===== src/verilog/idGenPkg.sv =====
`default_nettype none

package idGenPkg;

    // ~~~~~~~~~~~~~~~~~~~~~~~~~~~~~~~~~~~~~~~~~~~~~~~~~~~~~~~~~~~~~~~~~~~~~~~~~~~~
    // scanner job control
    // ~~~~~~~~~~~~~~~~~~~~~~~~~~~~~~~~~~~~~~~~~~~~~~~~~~~~~~~~~~~~~~~~~~~~~~~~~~~~

    // int base type, one word per state
    typedef enum int {
        IDLE,
        COUNTING,
        TERMINATING,
        DRAIN,
        DONE
    } scanState_e;

    // ~~~~~~~~~~~~~~~~~~~~~~~~~~~~~~~~~~~~~~~~~~~~~~~~~~~~~~~~~~~~~~~~~~~~~~~~~~~~
    // item opcodes carried from scanner to lanes
    // ~~~~~~~~~~~~~~~~~~~~~~~~~~~~~~~~~~~~~~~~~~~~~~~~~~~~~~~~~~~~~~~~~~~~~~~~~~~~

    // work item holds a grid coordinate, terminator becomes all ones
    typedef enum logic {
        ITEM_WORK = 1'b0,
        ITEM_TERM = 1'b1
    } itemKind_e;

endpackage

`default_nettype wire


===== src/verilog/idStreamIf.sv =====
`timescale 1ns/100ps
`default_nettype none

// one raw item from the scanner to a lane, valid/ready handshake
interface idStreamIf #(
    parameter int COORD_WIDTH = 16
);

    logic                     valid;
    logic                     ready;
    idGenPkg::itemKind_e      kind;
    logic [COORD_WIDTH-1 : 0] coordX;
    logic [COORD_WIDTH-1 : 0] coordY;
    // final item of the job
    logic                     last;

    modport src (
        output valid, kind, coordX, coordY, last,
        input  ready
    );

    modport dst (
        input  valid, kind, coordX, coordY, last,
        output ready
    );

endinterface

`default_nettype wire


===== src/verilog/gridScanner.sv =====
`timescale 1ns/100ps
`default_nettype none

module gridScanner #(
    parameter int DATA_WIDTH = 32,
    parameter int NUM_LANES  = 4
) (
    input  wire                      M_AXIS_ACLK,
    input  wire                      M_AXIS_ARESETN,
    input  wire                      En,
    input  wire [DATA_WIDTH - 1 : 0] len,
    input  wire [DATA_WIDTH - 1 : 0] numOfSlv,
    input  wire                      pipeEmpty,
    output logic                     Finish,
    idStreamIf.src                   lanes [NUM_LANES]
);

    localparam int COORD_W = DATA_WIDTH / 2;
    localparam int PTR_W   = (NUM_LANES > 1) ? $clog2(NUM_LANES) : 1;

    idGenPkg::scanState_e  state;
    idGenPkg::scanState_e  nextState;
    idGenPkg::itemKind_e   itemKind;
    logic [COORD_W - 1 : 0]    lenX;
    logic [COORD_W - 1 : 0]    lenY;
    logic [COORD_W - 1 : 0]    cntX;
    logic [COORD_W - 1 : 0]    cntY;
    logic [DATA_WIDTH - 1 : 0] numSlv;
    logic [DATA_WIDTH - 1 : 0] slvCnt;
    logic [PTR_W - 1 : 0]      dealPtr;
    logic [NUM_LANES - 1 : 0]  laneRdy;
    logic itemValid;
    logic itemLast;
    logic itemFire;
    logic gridEnd;
    logic termEnd;

    assign gridEnd  = (cntY == lenY - 1'b1) && (cntX == lenX - 1'b1);
    assign termEnd  = (slvCnt == numSlv - 1'b1);
    assign itemFire = itemValid && laneRdy[dealPtr];
    assign Finish   = (state == idGenPkg::DONE);

    // ~~~~~~~~~~~~~~~~~~~~~~~~~~~~~~~~~~~~~~~~~~~~~~~~~~~~~~~~~~~~~~~~~~~~~~~~~~~~
    // current item, built from the counters so it holds until dealt
    // ~~~~~~~~~~~~~~~~~~~~~~~~~~~~~~~~~~~~~~~~~~~~~~~~~~~~~~~~~~~~~~~~~~~~~~~~~~~~
    always_comb begin
        itemValid = 1'b0;
        itemKind  = idGenPkg::ITEM_WORK;
        itemLast  = 1'b0;
        case (state)
            idGenPkg::COUNTING: begin
                itemValid = 1'b1;
                itemLast  = gridEnd && (numSlv == '0);
            end
            idGenPkg::TERMINATING: begin
                itemValid = 1'b1;
                itemKind  = idGenPkg::ITEM_TERM;
                itemLast  = termEnd;
            end
            default: begin
                itemValid = 1'b0;
            end
        endcase
    end

    always_comb begin
        nextState = state;
        case (state)
            idGenPkg::IDLE:
                if (En) begin
                    if (len[DATA_WIDTH - 1 : COORD_W] != '0 && len[COORD_W - 1 : 0] != '0) begin
                        nextState = idGenPkg::COUNTING;
                    end
                    else if (numOfSlv != '0) begin
                        nextState = idGenPkg::TERMINATING;
                    end
                    else begin
                        nextState = idGenPkg::DRAIN;
                    end
                end
            idGenPkg::COUNTING:
                if (itemFire && gridEnd) begin
                    if (numSlv != '0) begin
                        nextState = idGenPkg::TERMINATING;
                    end
                    else begin
                        nextState = idGenPkg::DRAIN;
                    end
                end
            idGenPkg::TERMINATING:
                if (itemFire && termEnd) begin
                    nextState = idGenPkg::DRAIN;
                end
            // wait for every lane to hand its words to the stream
            idGenPkg::DRAIN:
                if (pipeEmpty) begin
                    nextState = idGenPkg::DONE;
                end
            default:
                nextState = idGenPkg::IDLE;
        endcase
    end

    always_ff @(posedge M_AXIS_ACLK) begin
        if (!M_AXIS_ARESETN) begin
            state   <= idGenPkg::IDLE;
            cntX    <= '0;
            cntY    <= '0;
            slvCnt  <= '0;
            dealPtr <= '0;
        end
        else begin
            state <= nextState;
            if (state == idGenPkg::IDLE) begin
                cntX    <= '0;
                cntY    <= '0;
                slvCnt  <= '0;
                dealPtr <= '0;
            end
            else if (itemFire) begin
                dealPtr <= (dealPtr == PTR_W'(NUM_LANES - 1)) ? '0 : dealPtr + 1'b1;
                if (state == idGenPkg::COUNTING) begin
                    // y counts fastest and wraps into x
                    if (cntY == lenY - 1'b1) begin
                        cntY <= '0;
                        cntX <= cntX + 1'b1;
                    end
                    else begin
                        cntY <= cntY + 1'b1;
                    end
                end
                else begin
                    slvCnt <= slvCnt + 1'b1;
                end
            end
        end
    end

    // job parameters, taken when the job starts
    always_ff @(posedge M_AXIS_ACLK) begin
        if (state == idGenPkg::IDLE && En) begin
            lenX   <= len[DATA_WIDTH - 1 : COORD_W];
            lenY   <= len[COORD_W - 1 : 0];
            numSlv <= numOfSlv;
        end
    end

    // deal the item only to the lane under the pointer
    for (genvar i = 0; i < NUM_LANES; i++) begin : gDeal
        assign lanes[i].valid  = itemValid && (dealPtr == PTR_W'(i));
        assign lanes[i].kind   = itemKind;
        assign lanes[i].coordX = cntX;
        assign lanes[i].coordY = cntY;
        assign lanes[i].last   = itemLast;
        assign laneRdy[i]      = lanes[i].ready;
    end

endmodule

`default_nettype wire


===== src/verilog/idGenerator.sv =====
`timescale 1ns/100ps
`default_nettype none

module idGenerator #(
    parameter int DATA_WIDTH = 32,
    parameter int NUM_LANES  = 4
) (
    input  wire                      En,
    output wire                      Finish,
    input  wire [DATA_WIDTH - 1 : 0] org,
    input  wire [DATA_WIDTH - 1 : 0] len,
    input  wire [DATA_WIDTH - 1 : 0] numOfSlv,
    input  wire                      M_AXIS_ACLK,
    input  wire                      M_AXIS_ARESETN,
    output wire                      M_AXIS_TVALID,
    output wire [DATA_WIDTH - 1 : 0] M_AXIS_TDATA,
    output wire                      M_AXIS_TLAST,
    input  wire                      M_AXIS_TREADY
);

    wire [NUM_LANES - 1 : 0]                     laneValid;
    wire [NUM_LANES - 1 : 0][DATA_WIDTH - 1 : 0] laneData;
    wire [NUM_LANES - 1 : 0]                     laneLast;
    wire [NUM_LANES - 1 : 0]                     laneReady;
    wire [NUM_LANES - 1 : 0]                     laneEmpty;
    wire                                         pipeEmpty;

    idStreamIf #(.COORD_WIDTH(DATA_WIDTH / 2)) laneIf [NUM_LANES] ();

    gridScanner #(
        .DATA_WIDTH (DATA_WIDTH),
        .NUM_LANES  (NUM_LANES)
    ) scanner (
        .M_AXIS_ACLK    (M_AXIS_ACLK),
        .M_AXIS_ARESETN (M_AXIS_ARESETN),
        .En             (En),
        .len            (len),
        .numOfSlv       (numOfSlv),
        .pipeEmpty      (pipeEmpty),
        .Finish         (Finish),
        .lanes          (laneIf)
    );

    // one lane per stream interface
    for (genvar g = 0; g < NUM_LANES; g++) begin : gLane
        idLane #(
            .DATA_WIDTH (DATA_WIDTH)
        ) lane (
            .M_AXIS_ACLK    (M_AXIS_ACLK),
            .M_AXIS_ARESETN (M_AXIS_ARESETN),
            .org            (org),
            .in             (laneIf[g]),
            .laneValid      (laneValid[g]),
            .laneData       (laneData[g]),
            .laneLast       (laneLast[g]),
            .laneReady      (laneReady[g]),
            .laneEmpty      (laneEmpty[g])
        );
    end

    laneCollector #(
        .DATA_WIDTH (DATA_WIDTH),
        .NUM_LANES  (NUM_LANES)
    ) collector (
        .M_AXIS_ACLK    (M_AXIS_ACLK),
        .M_AXIS_ARESETN (M_AXIS_ARESETN),
        .laneValid      (laneValid),
        .laneData       (laneData),
        .laneLast       (laneLast),
        .laneEmpty      (laneEmpty),
        .laneReady      (laneReady),
        .M_AXIS_TVALID  (M_AXIS_TVALID),
        .M_AXIS_TDATA   (M_AXIS_TDATA),
        .M_AXIS_TLAST   (M_AXIS_TLAST),
        .M_AXIS_TREADY  (M_AXIS_TREADY),
        .pipeEmpty      (pipeEmpty)
    );

endmodule

`default_nettype wire


===== src/verilog/idLane.sv =====
`timescale 1ns/100ps
`default_nettype none

module idLane #(
    parameter int DATA_WIDTH = 32
) (
    input  wire                       M_AXIS_ACLK,
    input  wire                       M_AXIS_ARESETN,
    input  wire  [DATA_WIDTH - 1 : 0] org,
    idStreamIf.dst                    in,
    output logic                      laneValid,
    output logic [DATA_WIDTH - 1 : 0] laneData,
    output logic                      laneLast,
    input  wire                       laneReady,
    output logic                      laneEmpty
);

    localparam int COORD_W = DATA_WIDTH / 2;

    logic [COORD_W - 1 : 0]    sumX;
    logic [COORD_W - 1 : 0]    sumY;
    logic [DATA_WIDTH - 1 : 0] word;
    logic [DATA_WIDTH - 1 : 0] dataMem [2];
    logic [1 : 0]              lastMem;
    logic                      wrPtr;
    logic                      rdPtr;
    logic [1 : 0]              count;
    logic                      push;
    logic                      pop;

    // ~~~~~~~~~~~~~~~~~~~~~~~~~~~~~~~~~~~~~~~~~~~~~~~~~~~~~~~~~~~~~~~~~~~~~~~~~~~~
    // word forming
    // ~~~~~~~~~~~~~~~~~~~~~~~~~~~~~~~~~~~~~~~~~~~~~~~~~~~~~~~~~~~~~~~~~~~~~~~~~~~~

    // each half wraps on its own
    assign sumX = in.coordX + org[DATA_WIDTH - 1 : COORD_W];
    assign sumY = in.coordY + org[COORD_W - 1 : 0];
    assign word = (in.kind == idGenPkg::ITEM_TERM) ? '1 : {sumX, sumY};

    // ~~~~~~~~~~~~~~~~~~~~~~~~~~~~~~~~~~~~~~~~~~~~~~~~~~~~~~~~~~~~~~~~~~~~~~~~~~~~
    // two-entry FIFO
    // ~~~~~~~~~~~~~~~~~~~~~~~~~~~~~~~~~~~~~~~~~~~~~~~~~~~~~~~~~~~~~~~~~~~~~~~~~~~~

    assign in.ready  = (count != 2'd2);
    assign push      = in.valid && in.ready;
    assign pop       = laneValid && laneReady;
    assign laneValid = (count != 2'd0);
    assign laneEmpty = (count == 2'd0);
    assign laneData  = dataMem[rdPtr];
    assign laneLast  = laneValid && lastMem[rdPtr];

    always_ff @(posedge M_AXIS_ACLK) begin
        if (push) begin
            dataMem[wrPtr] <= word;
            lastMem[wrPtr] <= in.last;
        end
    end

    always_ff @(posedge M_AXIS_ACLK) begin
        if (!M_AXIS_ARESETN) begin
            wrPtr <= 1'b0;
            rdPtr <= 1'b0;
            count <= 2'd0;
        end
        else begin
            if (push) begin
                wrPtr <= ~wrPtr;
            end
            if (pop) begin
                rdPtr <= ~rdPtr;
            end
            // simultaneous push and pop leaves the count alone
            if (push && !pop) begin
                count <= count + 2'd1;
            end
            else if (pop && !push) begin
                count <= count - 2'd1;
            end
        end
    end

endmodule

`default_nettype wire


===== src/verilog/laneCollector.sv =====
`timescale 1ns/100ps
`default_nettype none

module laneCollector #(
    parameter int DATA_WIDTH = 32,
    parameter int NUM_LANES  = 4
) (
    input  wire                                          M_AXIS_ACLK,
    input  wire                                          M_AXIS_ARESETN,
    input  wire  [NUM_LANES - 1 : 0]                     laneValid,
    input  wire  [NUM_LANES - 1 : 0][DATA_WIDTH - 1 : 0] laneData,
    input  wire  [NUM_LANES - 1 : 0]                     laneLast,
    input  wire  [NUM_LANES - 1 : 0]                     laneEmpty,
    output logic [NUM_LANES - 1 : 0]                     laneReady,
    output logic                                         M_AXIS_TVALID,
    output logic [DATA_WIDTH - 1 : 0]                    M_AXIS_TDATA,
    output logic                                         M_AXIS_TLAST,
    input  wire                                          M_AXIS_TREADY,
    output logic                                         pipeEmpty
);

    localparam int PTR_W = (NUM_LANES > 1) ? $clog2(NUM_LANES) : 1;

    logic [PTR_W - 1 : 0] rdPtr;
    logic                 accept;

    // the stream always shows the lane whose turn it is
    assign M_AXIS_TVALID = laneValid[rdPtr];
    assign M_AXIS_TDATA  = laneData[rdPtr];
    assign M_AXIS_TLAST  = laneLast[rdPtr];
    assign accept        = M_AXIS_TVALID && M_AXIS_TREADY;
    assign pipeEmpty     = &laneEmpty;

    always_comb begin
        laneReady        = '0;
        laneReady[rdPtr] = M_AXIS_TREADY;
    end

    always_ff @(posedge M_AXIS_ACLK) begin
        if (!M_AXIS_ARESETN) begin
            rdPtr <= '0;
        end
        else if (accept) begin
            // next job is dealt from lane 0 again
            if (M_AXIS_TLAST || rdPtr == PTR_W'(NUM_LANES - 1)) begin
                rdPtr <= '0;
            end
            else begin
                rdPtr <= rdPtr + 1'b1;
            end
        end
    end

endmodule

`default_nettype wire


===== config.mk =====
export PLATFORM = sky130hd
export DESIGN_NAME = idGenerator
export DESIGN_NICKNAME = d
export VERILOG_FILES = /design/src/verilog/idGenPkg.sv /design/src/verilog/idStreamIf.sv /design/src/verilog/gridScanner.sv /design/src/verilog/idGenerator.sv /design/src/verilog/idLane.sv /design/src/verilog/laneCollector.sv
export SDC_FILE = /design/constraint.sdc
export NUM_CORES = 1
export LEC_CHECK = 0
export BUFFER_PORTS_ARGS = -buffer_cell sky130_fd_sc_hd__buf_4
export CORE_MARGIN = 3
export CORE_UTILIZATION = 40
export CTS_CLUSTER_DIAMETER = 200
export DETAILED_ROUTE_END_ITERATION = 10
export SLEW_MARGIN = 10
export SYNTH_ARGS = -nofsm -noshare
export SYNTH_HDL_FRONTEND = slang
export SYNTH_SLANG_ARGS = --single-unit

===== constraint.sdc =====
create_clock -name M_AXIS_ACLK -period 4.5 [get_ports M_AXIS_ACLK]
set_input_delay 0 -clock M_AXIS_ACLK [delete_from_list [all_inputs] [get_ports M_AXIS_ACLK]]
set_output_delay 0 -clock M_AXIS_ACLK [all_outputs]
set_load 0.03 [all_outputs]

==> results of run 1 <==
## metrics by stage
stage | hold slack, ns | worst slack (ns) | total power, mW | utilization
after floorplan | 0.0989 | 0.437 | 6.90 | -
after global placement | 0.187 | 0.921 | 7.93 | 0.443
after detailed placement | 0.190 | 0.798 | 7.98 | 0.443
after CTS | 0.0265 | 0.788 | 11.6 | 0.485
after global routing | 0.0887 | 0.377 | 12.0 | 0.485
final | 0.0722 | 0.766 | 11.5 | 0.485
## cell families (layout without fill, tap and decap cells)
logic type,after synthesis,after routing,synth area share
adders and majority gates,51,51,0.0319
muxes,187,187,0.112
and+or+nand+nor,539,539,0.141
AOI/OAI and AO/OA,164,164,0.0545
DFF,419,419,0.570
xor gates and xnor gates,162,162,0.0693
buffers and inverters,116,371,0.0215
## critical path, delay by kind of cell, from the launching register on
kind                       cells  cell delay [ns]
and+or+nand+nor                5             2.04
buffers and inverters          1             0.11
DFF                            1             0.45
xor gates and xnor gates       1             0.17
AOI/OAI and AO/OA              1             0.50
adders and majority gates      1             0.20
## registers in the layout (all words and copies together), names as in the netlist, 4 cells and up, named ones only
signal                flops
scanner.lenX             16
gLane.lane.rdPtr          4
scanner.slvCnt           32
scanner.numSlv           32
gLane.lane.wrPtr          4
scanner.lanes.coordY     16
gLane.lane.count          8
gLane.lane.dataMem      256
scanner.lanes.coordX     16
scanner.lenY             16
gLane.lane.lastMem        8
## synth_stat cells (24+ instances only)
library cell,number
nand4_1,29
xnor2_1,89
nor2_1,106
ha_1,49
edfxtp_1,328
xor2_1,73
clkbuf_1,33
inv_1,62
nor2b_1,24
a21oi_1,24
dfxtp_1,91
mux2i_1,153
o21ai_0,32
mux4_2,33
nor4_1,33
nand3_1,46
nand2_1,107
or3_1,24
nor3_1,52
## placed cells by master, fill, tap and decap left out, drive strengths merged, types with 39 or more instances in the layout
| cell type | Yosys | routed |
|---|---|---|
| dlygate4sd3 | 0 | 69 |
| ha | 49 | 49 |
| xor2 | 73 | 73 |
| nand3 | 46 | 46 |
| nor2 | 106 | 106 |
| xnor2 | 89 | 89 |
| buf | 20 | 157 |
| nor3 | 52 | 52 |
| nand2 | 107 | 107 |
| nor4 | 39 | 39 |
| inv | 62 | 64 |
| dfxtp | 91 | 91 |
| edfxtp | 328 | 328 |
| mux2i | 153 | 153 |
| clkbuf | 33 | 60 |
## worst max-delay path by stage
stage,from,to,cells after the start
3_3_place_gp,scanner.lenY[0]$_DFFE_PP_,scanner.lanes[0].coordY[0]$_SDFFE_PP0P_,10
6_report,scanner.numSlv[0]$_DFFE_PP_,gLane[3].lane.lastMem[1]$_DFFE_PP_,9
5_1_grt,scanner.lenY[0]$_DFFE_PP_,scanner.lanes[0].coordY[2]$_SDFFE_PP0P_,10
4_1_cts,scanner.lenY[0]$_DFFE_PP_,scanner.lanes[0].coordX[15]$_SDFFE_PP0P_,10
2_1_floorplan,scanner.state[2]$_SDFFE_PN0P_,scanner.lenX[0]$_DFFE_PP_,3
3_5_place_dp,scanner.lenY[0]$_DFFE_PP_,scanner.lanes[0].coordX[15]$_SDFFE_PP0P_,10
## cell type report
cell class	count	area [µm²]
fill	4431	25900
clock inverter	22	154
timing repair buffer	226	1870
sequential	419	11700
tap	672	841
multi-input combinational	1103	8410
clock buffer	60	1270
inverter	63	236
## what timing repair did
action / in CTS / in global routing
hold buffers: 69 / 0
endpoints found under the hold margin: 93 / 0
setup buffers: 0 / 0
setup endpoints to repair: 0 / 0
resized for setup: 0 / 0
## layer usage
layer,part of all wire,track usage,up-vias
met2,0.50,0.329,297
met5,0,0,-
li1,-,-,6590
met1,0.42,0.237,6712
met4,0.033,0.0664,0
met3,0.046,0.0328,88
## report_power, final
part           internal [mW]  leakage, nW  switching [mW]
Combinational           1.17         3.93            1.80
Clock                   2.05        0.712            1.50
Sequential              4.68         3.74           0.257
==> impl_results.md, run 1 <==
- CP Launch Type: flop
- Row count: 82
- Antenna cells: 0
- Worst skew pair latency: 0.58 ns
- Max-cap violations: 0
- Hold Crit Class: input pin to flop
- Yosys cell types: 73
- Slowest cell on the critical path: nor3b_1
- Overflow after GRT: 0
- WP data arrival: 4.03 ns
- Clk pin slew, worst setup/hold paths: 0.06 ns
- Placed inst area: 22300 µm²
- Maximum fanout along the worst path: 8
- RSZ-0062 raised after global routing: no
- Core area: 50400 µm²
- Clk sinks: 419
- Main area contributors after synthesis: edfxtp_1, dfxtp_1, mux2i_1
- Status: finished clean
- Post-route insts no fill: 2565
- Initial antenna violation count: 0
- Drt initial violations: 794
- Initial Utilization: 0.406
- HPWL after DPL: 34.7 mm
- Slew HR: 0.332
- Synth Instances: 1638
- Reg-to-reg endpoint: gLane[3].lane.lastMem[1]$_DFFE_PP_
- Fin crit period: 3.73 ns
- Die Ht: 232 µm
- CP peak stage delay: 0.58 ns
- Total Wirelength: 50.9 mm
- Final net count: 2009
- Peak VDD IR: 294 µV
- Synth Cell Area: 20500 µm²
- Worst-case clock skew: 0.0178 ns
- Vias: 13687
- Synth Register Bits: 419
- Leak: 8.39 nW
- Gpl congestion: 0.872
- Hold-critical path depth: 3
- Initial DRT Pass Iterations: 6
- CP Class: flop to flop
- Worst hold path startpoint: org[0]
- Synth Net Count: 1789
- Residual DRC: 0
- Largest buffer count on any clock path: 3
- Die W: 232 µm
- Vias in the first global route: 13873
- Sequential area share after synthesis: 0.570
- Final hold violation count: 0
- I/O pin total: 135
- WHS Endpoint: gLane[1].lane.dataMem[1][0]$_DFFE_PP_
- Final Cycle Share: 0.830
- Placed cell count: 2414
- Final setup TNS: 0 ns
- Worst r2r src: scanner.numSlv[0]$_DFFE_PP_
- Pwr dens: 469 nW/µm²
- WL per Instance: 19.9 µm
- Async SR Flop Fraction: 0
- Fin. max-slew vios: 0
- Endpoints failing setup: 0
- Syn Area/Cell: 12.5 µm²
- Worst Setup End Kind: flop
- Pin count of the biggest net entering global routing: 37
- Worst reg-to-reg setup slack: 0.77 ns
- Required time of the critical path: 4.80 ns
- Crit-path cells: inv_1 > ha_1 > nor3b_1 > and4_1 > xnor2_1 > nor4b_1 > nand4_1 > or4_4 > o32ai_2
- Area grow syn2layout: 19.4%
- Number of synthesized flops with an enable pin: 328
- Top-area cell type share of the netlist area: 0.481
- Finished Cell Area: 24500 µm²
- Post-synth top flop: edfxtp_1
- IO buf count: 134
- Post-DRT Antenna Nets: 0
- First-pass GRT wire length: 78.9 mm
- R2R cell count: 9
- Ys Warns: 0
- H-Tree Level Count: 2
- Clock Root Buffer: clkbuf_16
- Area leader, netlist: edfxtp_1
- Share of layout cells above drive strength 1: 0.149
- CTS buffer count: 45
- GRT Util Overall: 0.189
- Max Freq: 268 MHz
- Via density per instance: 5.34
- Die Area: 53900 µm²
- CTS tree: done
- Slew at the pin with the worst max-slew slack: 1.00 ns
Power figures use the tool's default switching activity.
==> run 2: changes to the inputs <==
==> constraint.sdc (replaced) <==
create_clock -name M_AXIS_ACLK -period 3.1 [get_ports M_AXIS_ACLK]
set_input_delay 0 -clock M_AXIS_ACLK [delete_from_list [all_inputs] [get_ports M_AXIS_ACLK]]
set_output_delay 0 -clock M_AXIS_ACLK [all_outputs]
set_load 0.03 [all_outputs]
==> impl_results.md, run 2 (synthesis gave the netlist of run 1 again) <==
- Fin crit period: 3.12 ns (-0.609 ns)
- Worst-case clock skew: 0.0163 ns (-0.00144 ns)
- Drt initial violations: 856 (+7.8%)
- Max Freq: 320 MHz (+19%)
- First-pass GRT wire length: 79.0 mm (about the same)
- Final setup TNS: -0.192 ns (-0.192 ns)
- Final hold violation count: 0 (unchanged)
- Pwr dens: 666 nW/µm² (+42%)
- Max reg flops: 256 (unchanged)
- Finished Cell Area: 25400 µm² (+4.0%)
- Most frequent cells in the layout: edfxtp_1, buf_4, mux2i_1
- Maximum fanout along the worst path: 8 (unchanged)
- Clk pin slew, worst setup/hold paths: 0.06 ns (about the same)
- Vias: 13985 (+2.2%)
- Vias in the first global route: 13987 (+0.82%)
- Slew HR: 0.199 (-0.133)
- Leak: 8.93 nW (+6.4%)
- Hold Crit Class: input pin to flop
- Max-cap violations: 0 (unchanged)
- Residual DRC: 0 (unchanged)
- Required time of the critical path: 3.45 ns (-1.35 ns)
- Post-DRT Antenna Nets: 0 (unchanged)
- Largest buffer count on any clock path: 3 (unchanged)
- CP Class: flop to flop
- Hold-critical path depth: 4 (+1)
- Clock Root Buffer: clkbuf_16
- CP Launch Type: flop
- Row count: 82 (unchanged)
- Post-route insts no fill: 2651 (+3.4%)
- Peak VDD IR: 498 µV (+69%)
- Slew at the pin with the worst max-slew slack: 1.19 ns (+0.187 ns)
- Fin. max-slew vios: 0 (unchanged)
- Core area: 50400 µm² (unchanged)
- Area grow syn2layout: 24.3%
- Final net count: 2092 (+4.1%)
- GRT Util Overall: 0.188 (-0.000735)
- HPWL after DPL: 34.6 mm (-0.21%)
- Die W: 232 µm (unchanged)
- Via density per instance: 5.28 (-1.1%)
- CTS tree: done
- Final WS setup: -0.0248 ns (-0.791 ns)
- Worst Setup End Kind: flop
- Clk sinks: 419 (unchanged)
- Placed cell count: 2493 (+3.3%)
- R2R cell count: 10 (+1)
- Initial Utilization: 0.406 (unchanged)
- Final Power: 16.9 mW (+48%)
- Worst reg-to-reg setup slack: -0.02 ns (-0.79 ns)
- Most common cell after layout, fill and taps aside: edfxtp_1
- Placed inst area: 23100 µm² (+3.3%)
- Die Area: 53900 µm² (unchanged)
- Pin count of the biggest net entering global routing: 65 (+76%)
- Final Cycle Share: 1.01 (+0.178)
- Failing checks: negative setup slack
- I/O pin total: 135 (unchanged)
- Die Ht: 232 µm (unchanged)
- RSZ-0062 raised after global routing: yes
- Gpl congestion: 0.866 (-0.69%)
- Initial antenna violation count: 0 (unchanged)
- Initial DRT Pass Iterations: 6 (unchanged)
- CTS buffer count: 44 (-2.2%)
- Status: finished, violations left
- IO buf count: 134 (unchanged)
- Largest registers: gLane.lane.dataMem (256), scanner.numSlv (32), scanner.slvCnt (32)
- Worst skew pair latency: 0.58 ns (about the same)
- Total Wirelength: 51.1 mm (+0.37%)
- WL per Instance: 19.3 µm (-2.9%)
- H-Tree Level Count: 2 (unchanged)
- WP data arrival: 3.47 ns (-0.56 ns)
- Endpoints failing setup: 8 (+8)
- Share of layout cells above drive strength 1: 0.198 (+0.0483)
- Overflow after GRT: 0 (unchanged)
- Biggest register: gLane.lane.dataMem
==> run 2: changes by cell type in the layout (fill, tap and decap cells not counted), sizes merged <==
cell and change:
buf +84, clkbuf -6, clkinv +5, bufinv +2
diode +2, inv -2, clkinvlp +1
==> run 2: area by class of cell <==
class / instances / area (µm²)
fillers: 4357 / 24900
well taps: 672 / 841
repair buffers: 310 / 2650
inverters: 63 / 236
flip-flops and latches: 419 / 11700
diodes: 2 / 5.00
clock buffers: 54 / 1160
clock inverters: 28 / 240
multi-input cells: 1103 / 8630
==> run 2: report_power, final <==
group | switching, mW | internal (mW) | total, mW
sequential | 0.297 | 6.79 | 7.09
combinational | 2.79 | 1.95 | 4.74
clock | 2.19 | 2.92 | 5.12
==> run 2: stage by stage <==
| stage | hold slack [ns] | utilization | setup WS, ns |
|---|---|---|---|
| 3_3_place_gp | 0.188 | 0.458 | -0.0839 |
| 2_1_floorplan | 0.0989 | - | 0.00990 |
| 4_1_cts | 0.0762 | 0.501 | -0.0823 |
| 3_5_place_dp | 0.189 | 0.458 | -0.184 |
| 6_report | 0.114 | 0.505 | -0.0248 |
| 5_1_grt | 0.101 | 0.505 | -0.234 |
==> run 2: timing repair <==
action | in CTS | in global routing
endpoints found under the hold margin | 96 | 0
endpoints found under the setup margin | 8 | 40
hold buffers | 69 | 0
pin swaps | 5 | 14
cloned | 0 | 1
gates resized for setup | 11 | 41
setup buffers | 1 | 4
==> run 2: critical path, stage by stage (launching register included) <==
cell,delay (ns)
edfxtp_1,0.43
inv_2,0.11
ha_4,0.13
or3b_4,0.37
or3_4,0.39
a2111oi_4,0.32
a31oi_2,0.08
nor2_1,0.12
nand4_1,0.10
or4_4,0.52
o32ai_4,0.33
==> run 2: per-layer routing <==
| metal | vias to the layer above | GRT usage | share of wire |
|---|---|---|---|
| li1 | 6743 | - | - |
| met1 | 6872 | 0.247 | 0.44 |
| met2 | 297 | 0.324 | 0.50 |
| met3 | 73 | 0.0248 | 0.041 |
| met4 | 0 | 0.0600 | 0.026 |
| met5 | - | 0 | 0 |
==> run 2: final timing paths <==
| kind | start | to |
|---|---|---|
| worst max-delay path | scanner.numSlv[0]$_DFFE_PP_ | gLane[1].lane.lastMem[0]$_DFFE_PP_ |
| worst min-delay path | org[26] | gLane[3].lane.dataMem[1][26]$_DFFE_PP_ |
| worst max register to register | scanner.numSlv[0]$_DFFE_PP_ | gLane[1].lane.lastMem[0]$_DFFE_PP_ |
| worst min register to register | scanner.dealPtr[0]$_SDFFE_PP0P_ | scanner.dealPtr[0]$_SDFFE_PP0P_ |
==> run 3: changes to the inputs <==
--- a/config.mk
+++ b/config.mk
@@ -10,6 +10,7 @@
 export CORE_UTILIZATION = 40
 export CTS_CLUSTER_DIAMETER = 200
 export DETAILED_ROUTE_END_ITERATION = 10
+export PLACE_DENSITY = 0.65
 export SLEW_MARGIN = 10
 export SYNTH_ARGS = -nofsm -noshare
 export SYNTH_HDL_FRONTEND = slang
==> constraint.sdc (replaced) <==
create_clock -name M_AXIS_ACLK -period 2.8 [get_ports M_AXIS_ACLK]
set_input_delay 0 -clock M_AXIS_ACLK [delete_from_list [all_inputs] [get_ports M_AXIS_ACLK]]
set_output_delay 0 -clock M_AXIS_ACLK [all_outputs]
set_load 0.03 [all_outputs]
==> impl_results.md, run 3 (synthesis gave the netlist of run 1 again) <==
- Required time of the critical path: 3.13 ns (-0.32 ns)
- Largest registers: gLane.lane.dataMem (256), scanner.numSlv (32), scanner.slvCnt (32)
- Worst Path Buf+Inv: 1 (unchanged)
- Slew HR: 0.280 (+0.0814)
- Via density per instance: 5.22 (-0.97%)
- H-Tree Level Count: 2 (unchanged)
- Die Ht: 232 µm (unchanged)
- Vias in the first global route: 14516 (+3.8%)
- Fin crit period: 3.19 ns (+0.0670 ns)
- IO buf count: 134 (unchanged)
- Die Area: 53900 µm² (unchanged)
- Met1 GRT Util: 0.235 (-0.0118)
- CP most frequent cell: or4_4
- Clock Root Buffer: clkbuf_16
- WL per Instance: 18.5 µm (-3.9%)
- GRT Max-Usage Layer: met2
- Clk sinks: 419 (unchanged)
- Crit-path cells: or4_4 > buf_6 > or4_1 > o211a_1 > nor2_1 > nand4_1 > or4_4 > o32ai_4
- FF/Latch Area: 11700 µm² (about the same)
- Post-route insts no fill: 2740 (+3.4%)
- Residual DRC: 0 (unchanged)
- Family with the most delay on the worst path: simple AND/OR/NAND/NOR gates
- Grt met3 use: 0.0286 (+0.00380)
- Placed cell count: 2568 (+3.0%)
- Placed inst area: 23800 µm² (+3.1%)
- Clk pin slew, worst setup/hold paths: 0.06 ns (about the same)
- Slowest cell on the critical path: or4_4
- Antenna cells: 0 (-2)
- WP data arrival: 3.52 ns (+0.05 ns)
- Met2 Track Usage GR: 0.328 (+0.00453)
- Initial Utilization: 0.406 (unchanged)
- CP Launch Type: flop
- Worst r2r src: scanner.numSlv[0]$_DFFE_PP_
- Pwr dens: 735 nW/µm² (+10%)
- Endpoints failing setup: 40 (+32)
- Overflow after GRT: 0 (unchanged)
- Leak: 9.58 nW (+7.4%)
- Initial DRT Pass Iterations: 6 (unchanged)
- Failing checks: negative setup slack
- Finished Cell Area: 26600 µm² (+4.5%)
- Biggest register: gLane.lane.dataMem
- Worst skew pair latency: 0.59 ns (about the same)
- Vias: 14314 (+2.4%)
- Dpl ws: -0.411 ns (-0.227 ns)
- I/O pin total: 135 (unchanged)
- Status: finished, violations left
- Max reg flops: 256 (unchanged)
- Hold Crit Class: input pin to flop
- Final Cycle Share: 1.14 (+0.132)
- Final WS setup: -0.392 ns (-0.367 ns)
- First-pass GRT wire length: 78.9 mm (about the same)
- Worst-case clock skew: 0.0290 ns (+0.0127 ns)
- Final hold violation count: 0 (unchanged)
- Final-layout fill cell count: 4228 (-3.0%)
- Crit path launch: scanner.numSlv[0]$_DFFE_PP_
- Gpl congestion: 0.884 (+2.1%)
- Peak VDD IR: 511 µV (+2.6%)
- Most frequent cells in the layout: edfxtp_1, buf_4, mux2i_1
- Share of layout cells above drive strength 1: 0.256 (+0.0580)
- Core area: 50400 µm² (unchanged)
- Maximum fanout along the worst path: 8 (unchanged)
- Drt initial violations: 837 (-2.2%)
- CP peak stage delay: 0.56 ns (+0.04 ns)
- Area grow syn2layout: 29.9%
- Max-cap violations: 0 (unchanged)
- Die W: 232 µm (unchanged)
- RSZ-0062 raised after global routing: yes
- Max Freq: 313 MHz (-2.1%)
- Largest buffer count on any clock path: 3 (unchanged)
- Total Wirelength: 50.8 mm (-0.67%)
- Worst Setup End Kind: flop
- CP Class: flop to flop
- Initial antenna violation count: 1 (+1)
- Most common cell after layout, fill and taps aside: edfxtp_1
- Pin count of the biggest net entering global routing: 34 (-48%)
- Post-DRT Antenna Nets: 0 (unchanged)
- Row count: 82 (unchanged)
- GRT Util Overall: 0.187 (-0.00168)
- Worst hold path startpoint: org[31]
- Fin. max-slew vios: 0 (unchanged)
- Final Power: 19.5 mW (+15%)
- Area of the multi-input gates: 8870 µm² (+2.8%)
- CTS buffer count: 46 (+4.5%)
- Final net count: 2184 (+4.4%)
- CTS tree: done
- Slew at the pin with the worst max-slew slack: 1.08 ns (-0.109 ns)
- HPWL after DPL: 34.9 mm (+0.80%)
[run 3: cell types whose count changed in the layout (fill, tap and decap cells not counted), sizes merged]
cell / delta
nand2: +1
clkinv: -5
inv: +2
dlygate4sd3: -1
diode: -2
buf: +90
bufinv: +3
clkinvlp: +1
[run 3: path summary, 6_finish.rpt]
path	to	slack, ns	depth (start not counted)
hold / removal	gLane[0].lane.dataMem[0][31]$_DFFE_PP_	0.03	4
setup reg to reg	gLane[3].lane.lastMem[0]$_DFFE_PP_	-0.39	8
hold reg to reg	scanner.dealPtr[0]$_SDFFE_PP0P_	0.52	2
setup / recovery	gLane[3].lane.lastMem[0]$_DFFE_PP_	-0.39	8
[run 3: stage by stage]
stage | hold slack (ns) | utilization | setup TNS, ns
5_1_grt | 0.0321 | 0.528 | -13.46
2_1_floorplan | 0.0989 | - | -2.04
3_3_place_gp | 0.188 | 0.472 | -7.15
3_5_place_dp | 0.190 | 0.472 | -9.99
6_report | 0.0270 | 0.528 | -6.73
4_1_cts | 0.0505 | 0.521 | -3.84
[run 3: final cells by class]
class                      instances  area share
multi-input combinational       1104       0.334
clock buffer                      54      0.0456
clock inverter                    29      0.0133
sequential                       419       0.439
tap                              672      0.0316
inverter                          63     0.00889
timing repair buffer             399       0.128
[run 3: worst register-to-register path, delay by kind of cell, from the launching register on]
family,cells,cell delay [ns]
compound gates,2,0.61
buf+inv,1,0.14
flops,1,0.42
simple gates,5,1.79
[run 3: what timing repair did]
item	4_1_cts	5_1_grt
buffers inserted	8	15
gates cloned	2	0
endpoints found under the setup margin	55	95
hold buffers	68	0
gates resized for setup	26	61
endpoints found under the hold margin	105	0
pin swaps	17	50
[run 3: power breakdown]
part / internal, mW / switching [mW] / total [mW]
sequential: 7.52 / 0.321 / 7.84
clock: 3.68 / 2.51 / 6.18
combinational: 2.35 / 3.17 / 5.52
total: 13.6 / 5.99 / 19.5
[run 3: layer usage]
metal | part of all wire | routed length [µm]
met2 | 0.50 | 25600
met5 | 0.00026 | 13
met1 | 0.42 | 21600
met4 | 0.026 | 1340
met3 | 0.045 | 2290
